<file path="config.mk">
export PLATFORM = sky130hd
export DESIGN_NAME = cpu
export DESIGN_NICKNAME = d
export VERILOG_FILES = /design/src/cpu_pkg.sv /design/src/fetch.sv /design/src/decode.sv /design/src/regfile.sv /design/src/execute.sv /design/src/memory_access.sv /design/src/hazard_detect.sv /design/src/cpu.sv
export SDC_FILE = /design/constraint.sdc
export NUM_CORES = 2
export LEC_CHECK = 0
export ABC_AREA = 1
export BUFFER_PORTS_ARGS = -buffer_cell sky130_fd_sc_hd__buf_2
export CORE_MARGIN = 2
export CORE_UTILIZATION = 35
export CTS_CLUSTER_DIAMETER = 50
export DETAILED_ROUTE_END_ITERATION = 8
export MAX_ROUTING_LAYER = met4
export PLACE_DENSITY_LB_ADDON = 0.25
export REMOVE_ABC_BUFFERS = 1
export SLEW_MARGIN = 0
export SYNTH_ARGS = -nofsm -noshare
export SYNTH_HDL_FRONTEND = slang
export SYNTH_SLANG_ARGS = --single-unit
export TNS_END_PERCENT = 10
</file>
<file path="constraint.sdc">
create_clock -name clk -period 10.8 [get_ports clk]
set_input_delay 0.54 -clock clk [delete_from_list [all_inputs] [get_ports clk]]
set_output_delay 0.54 -clock clk [all_outputs]
set_load 0.01 [all_outputs]
</file>
<file path="src/cpu_pkg.sv">
package cpu_pkg;

    localparam int XLEN = 32;

    typedef logic [XLEN-1:0] word_t;

    // Major opcodes of the supported RV32I subset
    typedef enum logic [6:0] {
        OPC_OP     = 7'b0110011,
        OPC_OP_IMM = 7'b0010011,
        OPC_LUI    = 7'b0110111,
        OPC_LOAD   = 7'b0000011,
        OPC_STORE  = 7'b0100011,
        OPC_BRANCH = 7'b1100011,
        OPC_JAL    = 7'b1101111
    } opcode_e;

    typedef enum logic [2:0] {
        ALU_ADD,
        ALU_SUB,
        ALU_AND,
        ALU_OR,
        ALU_XOR,
        ALU_SLT,
        ALU_PASS_B
    } alu_op_e;

    // Source of the register write data
    typedef enum logic [1:0] {
        WB_ALU,
        WB_LOAD,
        WB_PC4
    } wb_sel_e;

    // Operand source in execute
    typedef enum logic [1:0] {
        FWD_RF,
        FWD_MEM,
        FWD_WB
    } fwd_sel_e;

endpackage

</file>
<file path="src/fetch.sv">
module fetch (
    input  logic           clk,
    input  logic           arst_n_i,
    input  logic           stall_i,
    input  logic           flush_i,
    input  logic           redirect_i,
    input  cpu_pkg::word_t redirect_pc_i,
    input  cpu_pkg::word_t imem_instr_i,
    output cpu_pkg::word_t pc_o,
    output cpu_pkg::word_t pc_id_o,
    output cpu_pkg::word_t instr_id_o,
    output logic           valid_id_o
);

    // A redirect wins over a stall
    always_ff @(posedge clk or negedge arst_n_i) begin
        if (!arst_n_i) begin
            pc_o <= '0;
        end else if (redirect_i) begin
            pc_o <= redirect_pc_i;
        end else if (!stall_i) begin
            pc_o <= pc_o + 32'd4;
        end
    end

    // IF/ID valid bit
    always_ff @(posedge clk or negedge arst_n_i) begin
        if (!arst_n_i) begin
            valid_id_o <= 1'b0;
        end else if (flush_i) begin
            valid_id_o <= 1'b0;
        end else if (!stall_i) begin
            valid_id_o <= 1'b1;
        end
    end

    // IF/ID payload is held during a stall
    always_ff @(posedge clk) begin
        if (!stall_i) begin
            pc_id_o    <= pc_o;
            instr_id_o <= imem_instr_i;
        end
    end

endmodule

</file>
<file path="src/decode.sv">
module decode (
    input  logic              clk,
    input  logic              arst_n_i,
    input  logic              stall_i,
    input  logic              flush_i,
    input  cpu_pkg::word_t    pc_i,
    input  cpu_pkg::word_t    instr_i,
    input  logic              valid_i,
    input  cpu_pkg::word_t    rs1_data_i,
    input  cpu_pkg::word_t    rs2_data_i,
    output logic [4:0]        rs1_addr_o,
    output logic [4:0]        rs2_addr_o,
    output logic [4:0]        rs1_addr_ex_o,
    output logic [4:0]        rs2_addr_ex_o,
    output logic [4:0]        rd_addr_ex_o,
    output cpu_pkg::word_t    pc_ex_o,
    output cpu_pkg::word_t    rs1_data_ex_o,
    output cpu_pkg::word_t    rs2_data_ex_o,
    output cpu_pkg::word_t    imm_ex_o,
    output cpu_pkg::alu_op_e  alu_op_ex_o,
    output logic              use_imm_ex_o,
    output cpu_pkg::wb_sel_e  wb_sel_ex_o,
    output logic              rf_w_en_ex_o,
    output logic              mem_w_en_ex_o,
    output logic              is_load_ex_o,
    output logic              is_branch_ex_o,
    output logic              is_jal_ex_o
);
    import cpu_pkg::*;

    opcode_e    opcode;
    logic [2:0] funct3;
    logic [6:0] funct7;
    word_t      imm;
    alu_op_e    alu_op;
    wb_sel_e    wb_sel;
    logic       legal;
    logic       use_imm;
    logic       rf_w_en;
    logic       mem_w_en;
    logic       is_load;
    logic       is_branch;
    logic       is_jal;
    logic       take;

    assign opcode     = opcode_e'(instr_i[6:0]);
    assign funct3     = instr_i[14:12];
    assign funct7     = instr_i[31:25];
    assign rs1_addr_o = instr_i[19:15];
    assign rs2_addr_o = instr_i[24:20];

    always_comb begin
        legal     = 1'b0;
        alu_op    = ALU_ADD;
        use_imm   = 1'b0;
        wb_sel    = WB_ALU;
        rf_w_en   = 1'b0;
        mem_w_en  = 1'b0;
        is_load   = 1'b0;
        is_branch = 1'b0;
        is_jal    = 1'b0;
        // I-type by default
        imm       = {{20{instr_i[31]}}, instr_i[31:20]};
        case (opcode)
            OPC_OP: begin
                legal   = 1'b1;
                rf_w_en = 1'b1;
                case ({funct7, funct3})
                    {7'b0000000, 3'b000}: alu_op = ALU_ADD;
                    {7'b0100000, 3'b000}: alu_op = ALU_SUB;
                    {7'b0000000, 3'b111}: alu_op = ALU_AND;
                    {7'b0000000, 3'b110}: alu_op = ALU_OR;
                    {7'b0000000, 3'b100}: alu_op = ALU_XOR;
                    {7'b0000000, 3'b010}: alu_op = ALU_SLT;
                    default: legal = 1'b0;
                endcase
            end
            OPC_OP_IMM: begin
                legal   = (funct3 == 3'b000);
                rf_w_en = 1'b1;
                use_imm = 1'b1;
            end
            OPC_LUI: begin
                legal   = 1'b1;
                rf_w_en = 1'b1;
                use_imm = 1'b1;
                alu_op  = ALU_PASS_B;
                imm     = {instr_i[31:12], 12'b0};
            end
            OPC_LOAD: begin
                legal   = (funct3 == 3'b010);
                rf_w_en = 1'b1;
                use_imm = 1'b1;
                wb_sel  = WB_LOAD;
                is_load = 1'b1;
            end
            OPC_STORE: begin
                legal    = (funct3 == 3'b010);
                use_imm  = 1'b1;
                mem_w_en = 1'b1;
                imm      = {{20{instr_i[31]}}, instr_i[31:25], instr_i[11:7]};
            end
            OPC_BRANCH: begin
                // BEQ only
                legal     = (funct3 == 3'b000);
                is_branch = 1'b1;
                imm       = {{19{instr_i[31]}}, instr_i[31], instr_i[7],
                             instr_i[30:25], instr_i[11:8], 1'b0};
            end
            OPC_JAL: begin
                legal   = 1'b1;
                rf_w_en = 1'b1;
                wb_sel  = WB_PC4;
                is_jal  = 1'b1;
                imm     = {{11{instr_i[31]}}, instr_i[31], instr_i[19:12],
                           instr_i[20], instr_i[30:21], 1'b0};
            end
            default: legal = 1'b0;
        endcase
    end

    // Stall, flush or an unsupported instruction all become a bubble
    assign take = valid_i && legal && !stall_i && !flush_i;

    always_ff @(posedge clk or negedge arst_n_i) begin
        if (!arst_n_i) begin
            rs1_addr_ex_o  <= '0;
            rs2_addr_ex_o  <= '0;
            rd_addr_ex_o   <= '0;
            alu_op_ex_o    <= ALU_ADD;
            use_imm_ex_o   <= 1'b0;
            wb_sel_ex_o    <= WB_ALU;
            rf_w_en_ex_o   <= 1'b0;
            mem_w_en_ex_o  <= 1'b0;
            is_load_ex_o   <= 1'b0;
            is_branch_ex_o <= 1'b0;
            is_jal_ex_o    <= 1'b0;
        end else begin
            rs1_addr_ex_o  <= rs1_addr_o;
            rs2_addr_ex_o  <= rs2_addr_o;
            rd_addr_ex_o   <= instr_i[11:7];
            alu_op_ex_o    <= alu_op;
            use_imm_ex_o   <= use_imm;
            wb_sel_ex_o    <= wb_sel;
            rf_w_en_ex_o   <= take && rf_w_en;
            mem_w_en_ex_o  <= take && mem_w_en;
            is_load_ex_o   <= take && is_load;
            is_branch_ex_o <= take && is_branch;
            is_jal_ex_o    <= take && is_jal;
        end
    end

    // ID/EX payload
    always_ff @(posedge clk) begin
        pc_ex_o       <= pc_i;
        rs1_data_ex_o <= rs1_data_i;
        rs2_data_ex_o <= rs2_data_i;
        imm_ex_o      <= imm;
    end

endmodule

</file>
<file path="src/regfile.sv">
module regfile (
    input  logic           clk,
    input  logic           arst_n_i,
    input  logic           w_en_i,
    input  logic [4:0]     w_addr_i,
    input  cpu_pkg::word_t w_data_i,
    input  logic [4:0]     ra_addr_i,
    input  logic [4:0]     rb_addr_i,
    output cpu_pkg::word_t ra_data_o,
    output cpu_pkg::word_t rb_data_o
);
    import cpu_pkg::*;

    word_t regs [32];

    always_ff @(posedge clk or negedge arst_n_i) begin
        if (!arst_n_i) begin
            for (int i = 0; i < 32; i++) begin
                regs[i] <= '0;
            end
        end else if (w_en_i && w_addr_i != 5'd0) begin
            regs[w_addr_i] <= w_data_i;
        end
    end

    // x0 reads zero and a same-cycle write is bypassed
    assign ra_data_o = (ra_addr_i == 5'd0) ? '0 :
                       (w_en_i && w_addr_i == ra_addr_i) ? w_data_i : regs[ra_addr_i];
    assign rb_data_o = (rb_addr_i == 5'd0) ? '0 :
                       (w_en_i && w_addr_i == rb_addr_i) ? w_data_i : regs[rb_addr_i];

endmodule

</file>
<file path="src/execute.sv">
module execute (
    input  logic              clk,
    input  logic              arst_n_i,
    input  logic [4:0]        rd_addr_i,
    input  cpu_pkg::word_t    pc_i,
    input  cpu_pkg::word_t    rs1_data_i,
    input  cpu_pkg::word_t    rs2_data_i,
    input  cpu_pkg::word_t    imm_i,
    input  cpu_pkg::alu_op_e  alu_op_i,
    input  logic              use_imm_i,
    input  cpu_pkg::wb_sel_e  wb_sel_i,
    input  logic              rf_w_en_i,
    input  logic              mem_w_en_i,
    input  logic              is_branch_i,
    input  logic              is_jal_i,
    input  cpu_pkg::fwd_sel_e fwd_a_i,
    input  cpu_pkg::fwd_sel_e fwd_b_i,
    input  cpu_pkg::word_t    mem_fwd_i,
    input  cpu_pkg::word_t    wb_fwd_i,
    output logic              redirect_o,
    output cpu_pkg::word_t    redirect_pc_o,
    output cpu_pkg::word_t    alu_out_mem_o,
    output cpu_pkg::word_t    rs2_data_mem_o,
    output logic [4:0]        rd_addr_mem_o,
    output logic              rf_w_en_mem_o,
    output logic              mem_w_en_mem_o,
    output cpu_pkg::wb_sel_e  wb_sel_mem_o,
    output cpu_pkg::word_t    pc4_mem_o
);
    import cpu_pkg::*;

    word_t op_a;
    word_t rs2_val;
    word_t op_b;
    word_t alu_out;

    // Forwarding muxes
    always_comb begin
        case (fwd_a_i)
            FWD_MEM: op_a = mem_fwd_i;
            FWD_WB:  op_a = wb_fwd_i;
            default: op_a = rs1_data_i;
        endcase
        case (fwd_b_i)
            FWD_MEM: rs2_val = mem_fwd_i;
            FWD_WB:  rs2_val = wb_fwd_i;
            default: rs2_val = rs2_data_i;
        endcase
    end

    assign op_b = use_imm_i ? imm_i : rs2_val;

    always_comb begin
        case (alu_op_i)
            ALU_SUB:    alu_out = op_a - op_b;
            ALU_AND:    alu_out = op_a & op_b;
            ALU_OR:     alu_out = op_a | op_b;
            ALU_XOR:    alu_out = op_a ^ op_b;
            ALU_SLT:    alu_out = word_t'($signed(op_a) < $signed(op_b));
            ALU_PASS_B: alu_out = op_b;
            default:    alu_out = op_a + op_b;
        endcase
    end

    // A taken BEQ or a JAL jumps relative to its own pc
    assign redirect_o    = is_jal_i || (is_branch_i && op_a == rs2_val);
    assign redirect_pc_o = pc_i + imm_i;

    always_ff @(posedge clk or negedge arst_n_i) begin
        if (!arst_n_i) begin
            rd_addr_mem_o  <= '0;
            rf_w_en_mem_o  <= 1'b0;
            mem_w_en_mem_o <= 1'b0;
            wb_sel_mem_o   <= WB_ALU;
        end else begin
            rd_addr_mem_o  <= rd_addr_i;
            rf_w_en_mem_o  <= rf_w_en_i;
            mem_w_en_mem_o <= mem_w_en_i;
            wb_sel_mem_o   <= wb_sel_i;
        end
    end

    // EX/MEM payload
    always_ff @(posedge clk) begin
        alu_out_mem_o  <= alu_out;
        rs2_data_mem_o <= rs2_val;
        pc4_mem_o      <= pc_i + 32'd4;
    end

endmodule

</file>
<file path="src/memory_access.sv">
module memory_access #(
    parameter int DMEM_AW = 6
) (
    input  logic               clk,
    input  logic               arst_n_i,
    input  cpu_pkg::word_t     alu_out_i,
    input  cpu_pkg::word_t     rs2_data_i,
    input  logic [4:0]         rd_addr_i,
    input  logic               rf_w_en_i,
    input  logic               mem_w_en_i,
    input  cpu_pkg::wb_sel_e   wb_sel_i,
    input  cpu_pkg::word_t     pc4_i,
    input  cpu_pkg::word_t     dmem_rdata_i,
    output logic               dmem_w_en_o,
    output logic [DMEM_AW-1:0] dmem_addr_o,
    output cpu_pkg::word_t     dmem_wdata_o,
    output cpu_pkg::word_t     mem_fwd_o,
    output logic               rf_w_en_o,
    output logic [4:0]         rf_w_addr_o,
    output cpu_pkg::word_t     rf_w_data_o
);
    import cpu_pkg::*;

    wb_sel_e wb_sel_wb;
    word_t   result_wb;
    word_t   load_wb;

    // Word addressed store port
    assign dmem_w_en_o  = mem_w_en_i;
    assign dmem_addr_o  = alu_out_i[DMEM_AW+1:2];
    assign dmem_wdata_o = rs2_data_i;

    // Load data is not ready yet here
    assign mem_fwd_o = (wb_sel_i == WB_PC4) ? pc4_i : alu_out_i;

    always_ff @(posedge clk or negedge arst_n_i) begin
        if (!arst_n_i) begin
            rf_w_en_o   <= 1'b0;
            rf_w_addr_o <= '0;
            wb_sel_wb   <= WB_ALU;
        end else begin
            rf_w_en_o   <= rf_w_en_i;
            rf_w_addr_o <= rd_addr_i;
            wb_sel_wb   <= wb_sel_i;
        end
    end

    always_ff @(posedge clk) begin
        result_wb <= mem_fwd_o;
        load_wb   <= dmem_rdata_i;
    end

    assign rf_w_data_o = (wb_sel_wb == WB_LOAD) ? load_wb : result_wb;

endmodule

</file>
<file path="src/hazard_detect.sv">
module hazard_detect (
    input  logic              [4:0] rs1_addr_id_i,
    input  logic              [4:0] rs2_addr_id_i,
    input  logic              [4:0] rs1_addr_ex_i,
    input  logic              [4:0] rs2_addr_ex_i,
    input  logic              [4:0] rd_addr_ex_i,
    input  logic                    is_load_ex_i,
    input  logic                    redirect_i,
    input  logic              [4:0] rd_addr_mem_i,
    input  logic                    rf_w_en_mem_i,
    input  logic              [4:0] rd_addr_wb_i,
    input  logic                    rf_w_en_wb_i,
    output cpu_pkg::fwd_sel_e       fwd_a_o,
    output cpu_pkg::fwd_sel_e       fwd_b_o,
    output logic                    stall_o,
    output logic                    flush_o
);
    import cpu_pkg::*;

    // Youngest producer wins
    function automatic fwd_sel_e fwd_pick(input logic [4:0] rs);
        fwd_sel_e sel;
        sel = FWD_RF;
        if (rf_w_en_wb_i && rd_addr_wb_i != 5'd0 && rd_addr_wb_i == rs) begin
            sel = FWD_WB;
        end
        if (rf_w_en_mem_i && rd_addr_mem_i != 5'd0 && rd_addr_mem_i == rs) begin
            sel = FWD_MEM;
        end
        return sel;
    endfunction

    always_comb begin
        fwd_a_o = fwd_pick(rs1_addr_ex_i);
        fwd_b_o = fwd_pick(rs2_addr_ex_i);
    end

    // Load result is only available from writeback
    assign stall_o = is_load_ex_i && rd_addr_ex_i != 5'd0 &&
                     (rd_addr_ex_i == rs1_addr_id_i || rd_addr_ex_i == rs2_addr_id_i);

    assign flush_o = redirect_i;

endmodule

</file>
<file path="src/cpu.sv">
module cpu #(
    parameter int DMEM_AW = 6
) (
    input  logic               clk,
    input  logic               arst_n_i,
    input  cpu_pkg::word_t     imem_instr_i,
    output cpu_pkg::word_t     pc_o,
    input  cpu_pkg::word_t     dmem_rdata_i,
    output logic               dmem_w_en_o,
    output logic [DMEM_AW-1:0] dmem_addr_o,
    output cpu_pkg::word_t     dmem_wdata_o
);
    import cpu_pkg::*;

    // Hazard control
    logic       stall;
    logic       flush;
    fwd_sel_e   fwd_a;
    fwd_sel_e   fwd_b;

    // Redirect from execute
    logic       redirect;
    word_t      redirect_pc;

    // IF/ID and register reads
    word_t      pc_id;
    word_t      instr_id;
    logic       valid_id;
    logic [4:0] rs1_addr_id;
    logic [4:0] rs2_addr_id;
    word_t      rs1_data_id;
    word_t      rs2_data_id;

    // ID/EX
    logic [4:0] rs1_addr_ex;
    logic [4:0] rs2_addr_ex;
    logic [4:0] rd_addr_ex;
    word_t      pc_ex;
    word_t      rs1_data_ex;
    word_t      rs2_data_ex;
    word_t      imm_ex;
    alu_op_e    alu_op_ex;
    wb_sel_e    wb_sel_ex;
    logic       use_imm_ex;
    logic       rf_w_en_ex;
    logic       mem_w_en_ex;
    logic       is_load_ex;
    logic       is_branch_ex;
    logic       is_jal_ex;

    // EX/MEM
    word_t      alu_out_mem;
    word_t      rs2_data_mem;
    word_t      pc4_mem;
    word_t      mem_fwd;
    logic [4:0] rd_addr_mem;
    logic       rf_w_en_mem;
    logic       mem_w_en_mem;
    wb_sel_e    wb_sel_mem;

    // Register write port from writeback
    logic       rf_w_en_wb;
    logic [4:0] rd_addr_wb;
    word_t      rf_w_data_wb;

    fetch fetch0 (
        .clk(clk), .arst_n_i(arst_n_i),
        .stall_i(stall), .flush_i(flush),
        .redirect_i(redirect), .redirect_pc_i(redirect_pc),
        .imem_instr_i(imem_instr_i), .pc_o(pc_o),
        .pc_id_o(pc_id), .instr_id_o(instr_id), .valid_id_o(valid_id)
    );

    decode decode0 (
        .clk(clk), .arst_n_i(arst_n_i),
        .stall_i(stall), .flush_i(flush),
        .pc_i(pc_id), .instr_i(instr_id), .valid_i(valid_id),
        .rs1_data_i(rs1_data_id), .rs2_data_i(rs2_data_id),
        .rs1_addr_o(rs1_addr_id), .rs2_addr_o(rs2_addr_id),
        .rs1_addr_ex_o(rs1_addr_ex), .rs2_addr_ex_o(rs2_addr_ex),
        .rd_addr_ex_o(rd_addr_ex), .pc_ex_o(pc_ex),
        .rs1_data_ex_o(rs1_data_ex), .rs2_data_ex_o(rs2_data_ex),
        .imm_ex_o(imm_ex), .alu_op_ex_o(alu_op_ex),
        .use_imm_ex_o(use_imm_ex), .wb_sel_ex_o(wb_sel_ex),
        .rf_w_en_ex_o(rf_w_en_ex), .mem_w_en_ex_o(mem_w_en_ex),
        .is_load_ex_o(is_load_ex), .is_branch_ex_o(is_branch_ex),
        .is_jal_ex_o(is_jal_ex)
    );

    regfile regfile0 (
        .clk(clk), .arst_n_i(arst_n_i),
        .w_en_i(rf_w_en_wb), .w_addr_i(rd_addr_wb), .w_data_i(rf_w_data_wb),
        .ra_addr_i(rs1_addr_id), .rb_addr_i(rs2_addr_id),
        .ra_data_o(rs1_data_id), .rb_data_o(rs2_data_id)
    );

    execute exec0 (
        .clk(clk), .arst_n_i(arst_n_i),
        .rd_addr_i(rd_addr_ex), .pc_i(pc_ex),
        .rs1_data_i(rs1_data_ex), .rs2_data_i(rs2_data_ex),
        .imm_i(imm_ex), .alu_op_i(alu_op_ex), .use_imm_i(use_imm_ex),
        .wb_sel_i(wb_sel_ex), .rf_w_en_i(rf_w_en_ex), .mem_w_en_i(mem_w_en_ex),
        .is_branch_i(is_branch_ex), .is_jal_i(is_jal_ex),
        .fwd_a_i(fwd_a), .fwd_b_i(fwd_b),
        .mem_fwd_i(mem_fwd), .wb_fwd_i(rf_w_data_wb),
        .redirect_o(redirect), .redirect_pc_o(redirect_pc),
        .alu_out_mem_o(alu_out_mem), .rs2_data_mem_o(rs2_data_mem),
        .rd_addr_mem_o(rd_addr_mem), .rf_w_en_mem_o(rf_w_en_mem),
        .mem_w_en_mem_o(mem_w_en_mem), .wb_sel_mem_o(wb_sel_mem),
        .pc4_mem_o(pc4_mem)
    );

    memory_access #(
        .DMEM_AW(DMEM_AW)
    ) memaccess0 (
        .clk(clk), .arst_n_i(arst_n_i),
        .alu_out_i(alu_out_mem), .rs2_data_i(rs2_data_mem),
        .rd_addr_i(rd_addr_mem), .rf_w_en_i(rf_w_en_mem),
        .mem_w_en_i(mem_w_en_mem), .wb_sel_i(wb_sel_mem), .pc4_i(pc4_mem),
        .dmem_rdata_i(dmem_rdata_i), .dmem_w_en_o(dmem_w_en_o),
        .dmem_addr_o(dmem_addr_o), .dmem_wdata_o(dmem_wdata_o),
        .mem_fwd_o(mem_fwd), .rf_w_en_o(rf_w_en_wb),
        .rf_w_addr_o(rd_addr_wb), .rf_w_data_o(rf_w_data_wb)
    );

    hazard_detect hazard_detect0 (
        .rs1_addr_id_i(rs1_addr_id), .rs2_addr_id_i(rs2_addr_id),
        .rs1_addr_ex_i(rs1_addr_ex), .rs2_addr_ex_i(rs2_addr_ex),
        .rd_addr_ex_i(rd_addr_ex), .is_load_ex_i(is_load_ex),
        .redirect_i(redirect),
        .rd_addr_mem_i(rd_addr_mem), .rf_w_en_mem_i(rf_w_en_mem),
        .rd_addr_wb_i(rd_addr_wb), .rf_w_en_wb_i(rf_w_en_wb),
        .fwd_a_o(fwd_a), .fwd_b_o(fwd_b),
        .stall_o(stall), .flush_o(flush)
    );

endmodule

</file>
# After elaboration in Yosys (flattened, before gate mapping)
# Index checks and enable logic that the tools add are counted.
totals:
  regBits: 1452
  in_bits: 66
  output_inout_bits: 71
classes:
  add_sub_neg: 5
  order_cmp: 5
  eq_ne: 35
  muxes: 37
  bitwise_logic: 6
  n_reduce_logical: 37
op_table:
  columns: ["operator", "n"]
  rows:
  - ["$bwmux W1024", 1]
  - ["$mux W32", 12]
  - ["$bmux W32 S5", 2]
  - ["$pmux W32 S6", 1]
  - ["$demux W32 S5", 1]
  - ["$pmux W32 S2", 2]
  - ["$pmux W31 S4", 1]
  - ["$add A32 B3 Y32 const B", 2]
  - ["$add A32 B32 Y32", 2]
  - ["$eq A5 B5 Y1", 8]
  - ["$and A32 B32 Y32", 1]
  - ["$eq A32 B32 Y1", 1]
  - ["$lt A32 B32 Y1", 1]
  - ["$or A32 B32 Y32", 1]
  - ["$sub A32 B32 Y32", 1]
  - ["$xor A32 B32 Y32", 1]
  - ["$eq A10 B3 Y1 const B", 3]
  - ["$eq A7 B6 Y1 const B", 3]
  - ["$logic_and A1 B1 Y1", 20]
  - ["$ge A6 B6 Y1 const B", 3]
  - ["$not A5 Y6", 3]
  - ["$pmux W3 S5", 1]
  - ["$reduce_bool A5 Y1", 3]
  - ["$eq A7 B7 Y1 const B", 2]
  - ["other kinds (25)", 49]

# Depth between registers and ports, before layout
depth:
  ltp_word: 13
  depth_mapped: 36
  depth_no_buf: 33

# By module
# Synthesis repeated with hierarchy kept, for this count alone.
hier_totals:
  hier_cells: 12248
  hier_area_um2: 84114.4
modules_own_cells:
  columns: ["module", "instances", "cells_each", "area_per_inst_um2"]
  rows:
  - ["regfile", 1, 8840, 59387.0]
  - ["execute", 1, 2223, 12942.4]
  - ["fetch", 1, 413, 4267.8]
  - ["decode", 1, 319, 4088.9]
  - ["memory_access", 1, 327, 2867.8]
  - ["hazard_detect", 1, 126, 560.5]

# Worst setup path before layout
# No wires, ideal clock.
synth_timing:
  path_type: "reg2reg"
  from: "reg memaccess0.rf_w_addr_o[1]"
  to: "reg exec0.alu_out_mem_o[24]"
  arrival_time_ns: 4.041
  path_slack_ns: 6.630
  path_stages_with_launch: 30
  n_path_buf: 3
  synth_period_minus_slack_ns: 4.170
  cell_sequence: "dfrtp_1 buf_4 inv_2 nand2_2 o21ai_4 inv_2 nand2_2 nand2_2 buf_4 nor2_1 nor2_2 inv_1 nand2_1 o21ai_0 inv_1 ha_1 clkbuf_1 nand2_1 o21ai_0 inv_1 o21ai_0 inv_1 o21ai_0 a21boi_0 o21ai_0 a21oi_1 o21ai_0 nand2_1 nand3_1 nand4_1"
synth_via:
  elab_chain_cells: 10
  elab_cells_between_ends: 23
  classes_between: "2 x add/sub; 6 x eq/ne; 8 x mux; 3 x bitwise; 4 x reduce/logical"
synth_rtl:
  columns: ["element", "line_no", "source"]
  rows:
  - ["from (decl)", "memory_access.sv:19", "output logic [4:0] rf_w_addr_o,"]
  - ["from (signal assigned)", "memory_access.sv:43", "rf_w_addr_o <= rd_addr_i;"]
  - ["$reduce_bool A5 Y1", "hazard_detect.sv:24", "if (rf_w_en_wb_i && rd_addr_wb_i != 5'd0 && rd_addr_wb_i == rs) begin"]
  - ["$logic_and A1 B1 Y1", "hazard_detect.sv:24", null]
  - ["$logic_and A1 B1 Y1 *", "hazard_detect.sv:24", null]
  - ["$mux W2 *", "hazard_detect.sv:24", null]
  - ["$mux W2 *", "hazard_detect.sv:27", "if (rf_w_en_mem_i && rd_addr_mem_i != 5'd0 && rd_addr_mem_i == rs) begin"]
  - ["$eq A2 B2 Y1 or $eq A2 B1 Y1 (tied branches)", "execute.sv:44", "case (fwd_b_i)"]
  - ["$pmux W32 S2 *", "execute.sv:44", null]
  - ["named net exec0.rs2_val[3]", "execute.sv:33", "word_t rs2_val;"]
  - ["$mux W32 *", "execute.sv:51", "assign op_b = use_imm_i ? imm_i : rs2_val;"]
  - ["$add A32 B32 Y32 or $sub A32 B32 Y32 (tied branches)", "execute.sv:61, execute.sv:55", null]
  - ["$pmux W32 S6 *", "execute.sv:54", "case (alu_op_i)"]
  - ["named net exec0.alu_out[24]", "execute.sv:35", "word_t alu_out;"]
  - ["to (signal assigned)", "execute.sv:85", "alu_out_mem_o <= alu_out;"]
  - ["to (decl)", "execute.sv:22", "output cpu_pkg::word_t alu_out_mem_o,"]
# Mark *: on every way through the listed nets, which the timed path passes. The rest lies on a longest branch.
# A chain may end at the register's enable or synchronous reset.

# Worst setup path in the final report
layout_timing:
  from: "reg memaccess0.wb_sel_wb[1]"
  to: "reg exec0.alu_out_mem_o[24]"
layout_via:
  elab_chain_cells: 6
  elab_cells_between_ends: 11
  classes_between: "2 x add/sub; 1 x eq/ne; 5 x mux; 3 x bitwise"
layout_rtl:
  columns: ["element", "line_no", "source"]
  rows:
  - ["from (decl)", "memory_access.sv:24", "wb_sel_e wb_sel_wb;"]
  - ["from (signal assigned)", "memory_access.sv:44", "wb_sel_wb <= wb_sel_i;"]
  - ["$eq A2 B1 Y1 *", "memory_access.sv:53", "assign rf_w_data_o = (wb_sel_wb == WB_LOAD) ? load_wb : result_wb;"]
  - ["$mux W32 *", "memory_access.sv:53", null]
  - ["$pmux W32 S2", "execute.sv:44", null]
  - ["$mux W32", "execute.sv:51", null]
  - ["$add A32 B32 Y32 (tied with other cells)", "execute.sv:61", "default: alu_out = op_a + op_b;"]
  - ["$pmux W32 S6 *", "execute.sv:54", null]
  - ["named net exec0.alu_out[24]", "execute.sv:35", null]
# Marked as above.

==> flow_metrics.env <==
export IMPL_synth_edff_count=64
export IMPL_r2r_end="exec0.alu_out_mem_o[24]"
export IMPL_synth_area_um2=78500
export IMPL_status="finished, final reports clean"
export IMPL_grt_util_all_layers=0.316
export IMPL_place_worst_setup_slack_ps=4380
export IMPL_routabilityCongestion=1.04
export IMPL_floorplan_core_area_um2=223000
export IMPL_core_rowCount=173
export IMPL_worst_ep_arrival_time_ps=7380
export IMPL_cts_root_buffer_cell="sky130_fd_sc_hd__clkbuf_16"
export IMPL_netlist_cell_type_count=64
export IMPL_cts_htree_levels=4
export IMPL_setup_worst_path_class="reg -> reg"
export IMPL_final_critical_path_setup_slack_ps=4130
export IMPL_via_count=78042
export IMPL_power_per_cell_area_nw_per_um2=176
export IMPL_finalNetCount=10425
export IMPL_async_flop_share=0.758
export IMPL_timing_reg2reg_worst_path_depth=25
export IMPL_numCtsBuffers=189
export IMPL_finalHoldWorstSlack_ps=314
export IMPL_first_iter_violations=10791
export IMPL_setup_violations_final=0
export IMPL_timing_final_max_slew_violations=0
export IMPL_worstPathBufferInverterCount=7
export IMPL_min_period_over_period=0.618
export IMPL_power_ir_vdd_worst_mv=0.166
export IMPL_crit_reg2reg_launch="memaccess0.wb_sel_wb[1]"
export IMPL_finalWorstPathRequiredPeriod_ps=6670
export IMPL_cts_path_max_buffers=3
export IMPL_tritoncts="done"
export IMPL_detail_route_antenna_nets=0
export IMPL_cts_resized=0
export IMPL_dp_hpwl_mm=221
export IMPL_start_util=0.353
export IMPL_post_drt_wl_per_cell_um=27.0
export IMPL_synthesis_instances=10488
export IMPL_cpMaxStageDelayCell="sky130_fd_sc_hd__o21ai_2"
export IMPL_hold_path_end="memaccess0.load_wb[5]"
export IMPL_postSynth_topFlopCell="sky130_fd_sc_hd__dfrtp_1"
export IMPL_drt_pass1_iterations=6
export IMPL_largest_net_degree_at_the_start_of_global_routing=179
export IMPL_total_i_o_pin_count=137
export IMPL_hold_crit_class="in -> reg"
export IMPL_worst_setup_path_start_kind="flop"
export IMPL_ctsHoldBuffers=65
export IMPL_hold_viol=0
export IMPL_crit_family="compound AO/OA/AOI/OAI gates"
export IMPL_gr_total_overflow=0
export IMPL_hold_path_cell_count=2
export IMPL_slowest_stage_delay_on_critical_path_ps=940
export IMPL_grt_pass1_wl_mm=517
export IMPL_layout_commonest_cell="sky130_fd_sc_hd__o21ai_0"
export IMPL_dieArea_um2=228000
export IMPL_die_h_um=478
export IMPL_via_count_of_the_first_global_routing_pass=73618
export IMPL_numPortBuffers=136
export IMPL_drt_wl_total_mm=361
export IMPL_clock_sinks=1452
export IMPL_clk_pin_slew_ps=70
export IMPL_max_slew_margin_rel=0.101
export IMPL_count_of_state_elements_after_synthesis=1452
export IMPL_detail_route_drc_violations=0
export IMPL_drive_gt1_frac=0.0748
export IMPL_regToRegSetupSlack_ps=4130
export IMPL_drv_max_cap_violation_count=0
export IMPL_rsz0062_at_grt="false"
export IMPL_mostFrequentLayoutCells="1803 x sky130_fd_sc_hd__o21ai_0, 1579 x sky130_fd_sc_hd__nand2_1, 1341 x sky130_fd_sc_hd__a21oi_1"
export IMPL_die_boundary_width_um=478
export IMPL_flow_area_growth_from_synthesis_pct=13.4
export IMPL_grt_antenna_before_repair=20
export IMPL_critPathMaxFanout=37
export IMPL_yosys_warnings=0
export IMPL_postCtsSetupRepairBufs=0
export IMPL_synth_avg_cell_area_um2=7.49
export IMPL_clock_tree_skew_after_final_layout_ps=41.0
export IMPL_synth_seq_area_share=0.448
export IMPL_cp_required_ps=11510
export IMPL_holdCritStartpoint="dmem_rdata_i[5]"
export IMPL_insertion_delay_ps=870
export IMPL_max_clock_freq_ghz=0.150
export IMPL_crit_path_end_kind="flop"
export IMPL_leakagePower_uw=0.0383
export IMPL_tightest_slew_ps=1350
export IMPL_routed_via_density=5.83
==> kinds of logic after synthesis <==
logic type / Yosys count / share of synthesized area
compound gates: 3660 / 0.250
xor+xnor: 111 / 0.0124
fa+ha+maj: 132 / 0.0211
buf+inv: 1905 / 0.0926
flops: 1452 / 0.448
mux: 1 / 0.000143
simple gates: 3227 / 0.176
==> synth_stat cells, types with 11 or more instances <==
| cell | n | area share |
|---|---|---|
| sky130_fd_sc_hd__o21ai_0 | 1811 | 0.12 |
| sky130_fd_sc_hd__nand2_1 | 1582 | 0.076 |
| sky130_fd_sc_hd__a21oi_1 | 1341 | 0.085 |
| sky130_fd_sc_hd__dfrtp_1 | 1100 | 0.35 |
| sky130_fd_sc_hd__inv_1 | 1014 | 0.048 |
| sky130_fd_sc_hd__nand3_1 | 886 | 0.056 |
| sky130_fd_sc_hd__clkbuf_1 | 731 | 0.035 |
| sky130_fd_sc_hd__nor2_1 | 553 | 0.026 |
| sky130_fd_sc_hd__dfxtp_1 | 288 | 0.073 |
| sky130_fd_sc_hd__o21a_1 | 191 | 0.018 |
| sky130_fd_sc_hd__ha_1 | 131 | 0.021 |
| sky130_fd_sc_hd__o211ai_1 | 98 | 0.0094 |
| sky130_fd_sc_hd__buf_1 | 80 | 0.0038 |
| sky130_fd_sc_hd__xor2_1 | 77 | 0.0086 |
| sky130_fd_sc_hd__edfxtp_1 | 64 | 0.024 |
| sky130_fd_sc_hd__nand4_1 | 61 | 0.0049 |
| sky130_fd_sc_hd__nand3b_1 | 48 | 0.0046 |
| sky130_fd_sc_hd__a211oi_1 | 37 | 0.0035 |
| sky130_fd_sc_hd__nor3_1 | 36 | 0.0023 |
| sky130_fd_sc_hd__xnor2_1 | 34 | 0.0038 |
| sky130_fd_sc_hd__a221oi_1 | 31 | 0.0035 |
| sky130_fd_sc_hd__o21ai_1 | 26 | 0.0017 |
| sky130_fd_sc_hd__o2111ai_1 | 25 | 0.0028 |
| sky130_fd_sc_hd__clkinv_1 | 23 | 0.0011 |
| sky130_fd_sc_hd__buf_2 | 20 | 0.0013 |
| sky130_fd_sc_hd__nor4_1 | 20 | 0.0016 |
| sky130_fd_sc_hd__o22ai_1 | 20 | 0.0016 |
| sky130_fd_sc_hd__a31oi_1 | 19 | 0.0015 |
| sky130_fd_sc_hd__inv_2 | 17 | 0.00081 |
| sky130_fd_sc_hd__buf_4 | 15 | 0.0014 |
| sky130_fd_sc_hd__nor2_2 | 11 | 0.00088 |
==> area by class of cell <==
type | count | area [um^2]
Antenna cell | 18 | 45.0
Clock buffer | 259 | 5400
Clock inverter | 97 | 1300
Fill cell | 22783 | 134000
Inverter | 1054 | 4000
Multi-Input combinational cell | 7131 | 36400
Sequential cell | 1452 | 35200
Tap cell | 2975 | 3720
Timing Repair Buffer | 399 | 2990
==> worst register-to-register path, cell delays in order, from the launching register on <==
cell and delay (ps):
sky130_fd_sc_hd__dfrtp_1 360, sky130_fd_sc_hd__inv_1 80, sky130_fd_sc_hd__nand2_4 280, sky130_fd_sc_hd__buf_4 410
sky130_fd_sc_hd__o21ai_2 970, sky130_fd_sc_hd__inv_1 640, sky130_fd_sc_hd__nand3_1 270, sky130_fd_sc_hd__nand2_1 70
sky130_fd_sc_hd__nor2_1 250, sky130_fd_sc_hd__ha_1 300, sky130_fd_sc_hd__inv_1 80, sky130_fd_sc_hd__ha_1 140
sky130_fd_sc_hd__nor2_1 70, sky130_fd_sc_hd__o21ai_0 260, sky130_fd_sc_hd__inv_1 100, sky130_fd_sc_hd__o21ai_0 250
sky130_fd_sc_hd__buf_4 210, sky130_fd_sc_hd__inv_1 60, sky130_fd_sc_hd__o21ai_0 340, sky130_fd_sc_hd__a21boi_0 270
sky130_fd_sc_hd__o21ai_0 400, sky130_fd_sc_hd__a21oi_1 250, sky130_fd_sc_hd__o21ai_0 200, sky130_fd_sc_hd__nand2_1 80
sky130_fd_sc_hd__nand3_1 100, sky130_fd_sc_hd__nand4_1 80
==> power by group <==
group / total, uW / switching [uW] / internal (uW) / leakage [uW]
sequential: 5890 / 198 / 5690 / 0.0184
combinational: 3040 / 2310 / 732 / 0.0166
clock: 6780 / 2710 / 4070 / 0.00327
total: 15700 / 5210 / 10500 / 0.0383
==> worst max-delay path by stage <==
stage                                  from                       to  slack (ps)  depth (start not counted)
floorplan             fetch0.instr_id_o[20]           fetch0.pc_o[3]      -16620                          9
global route        memaccess0.wb_sel_wb[1]   exec0.alu_out_mem_o[0]        3760                         28
detailed placement  memaccess0.wb_sel_wb[1]  exec0.alu_out_mem_o[24]        4380                         25
finish              memaccess0.wb_sel_wb[1]  exec0.alu_out_mem_o[24]        4130                         25
CTS                 memaccess0.wb_sel_wb[1]  exec0.alu_out_mem_o[24]        4320                         25
global placement    memaccess0.wb_sel_wb[1]   exec0.alu_out_mem_o[0]        4440                         27
==> state kept, by name, summed over array words and instances, names as in the netlist, 2 cells and up <==
name / flops
decode0.alu_op_ex_o: 3
decode0.wb_sel_ex_o: 2
decode0.rs2_addr_ex_o: 5
decode0.rs2_data_ex_o: 32
memaccess0.result_wb: 32
fetch0.pc_o: 32
exec0.pc4_mem_o: 32
exec0.rd_addr_mem_o: 5
decode0.rs1_data_ex_o: 32
fetch0.pc_id_o: 32
memaccess0.load_wb: 32
memaccess0.rf_w_addr_o: 5
fetch0.instr_id_o: 32
regfile0.regs: 1024
decode0.pc_ex_o: 32
decode0.imm_ex_o: 32
exec0.wb_sel_mem_o: 2
decode0.rs1_addr_ex_o: 5
exec0.rs2_data_mem_o: 32
memaccess0.wb_sel_wb: 2
decode0.rd_addr_ex_o: 5
exec0.alu_out_mem_o: 32
==> metrics by stage <==
step	power (uW)	setup TNS, ps	cells	area (um^2)	util
6_report	15700	0	13385	89100	0.400
5_1_grt	16200	0	13371	89000	0.400
4_1_cts	15700	0	13367	89000	0.400
3_5_place_dp	8920	0	12946	81700	0.367
3_3_place_gp	8920	0	12946	81700	0.367
2_1_floorplan	7530	-2484690	9637	75200	-
==> metal layers <==
metal  routed length [um]  up-vias  track usage
met4                22600        0        0.175
met5                    0        -            -
met1               148000    37424        0.415
li1                     -    34813            -
met2               153000     4758        0.455
met3                36700     1047       0.0625
Note: power is estimated with default switching activity, not from simulation.
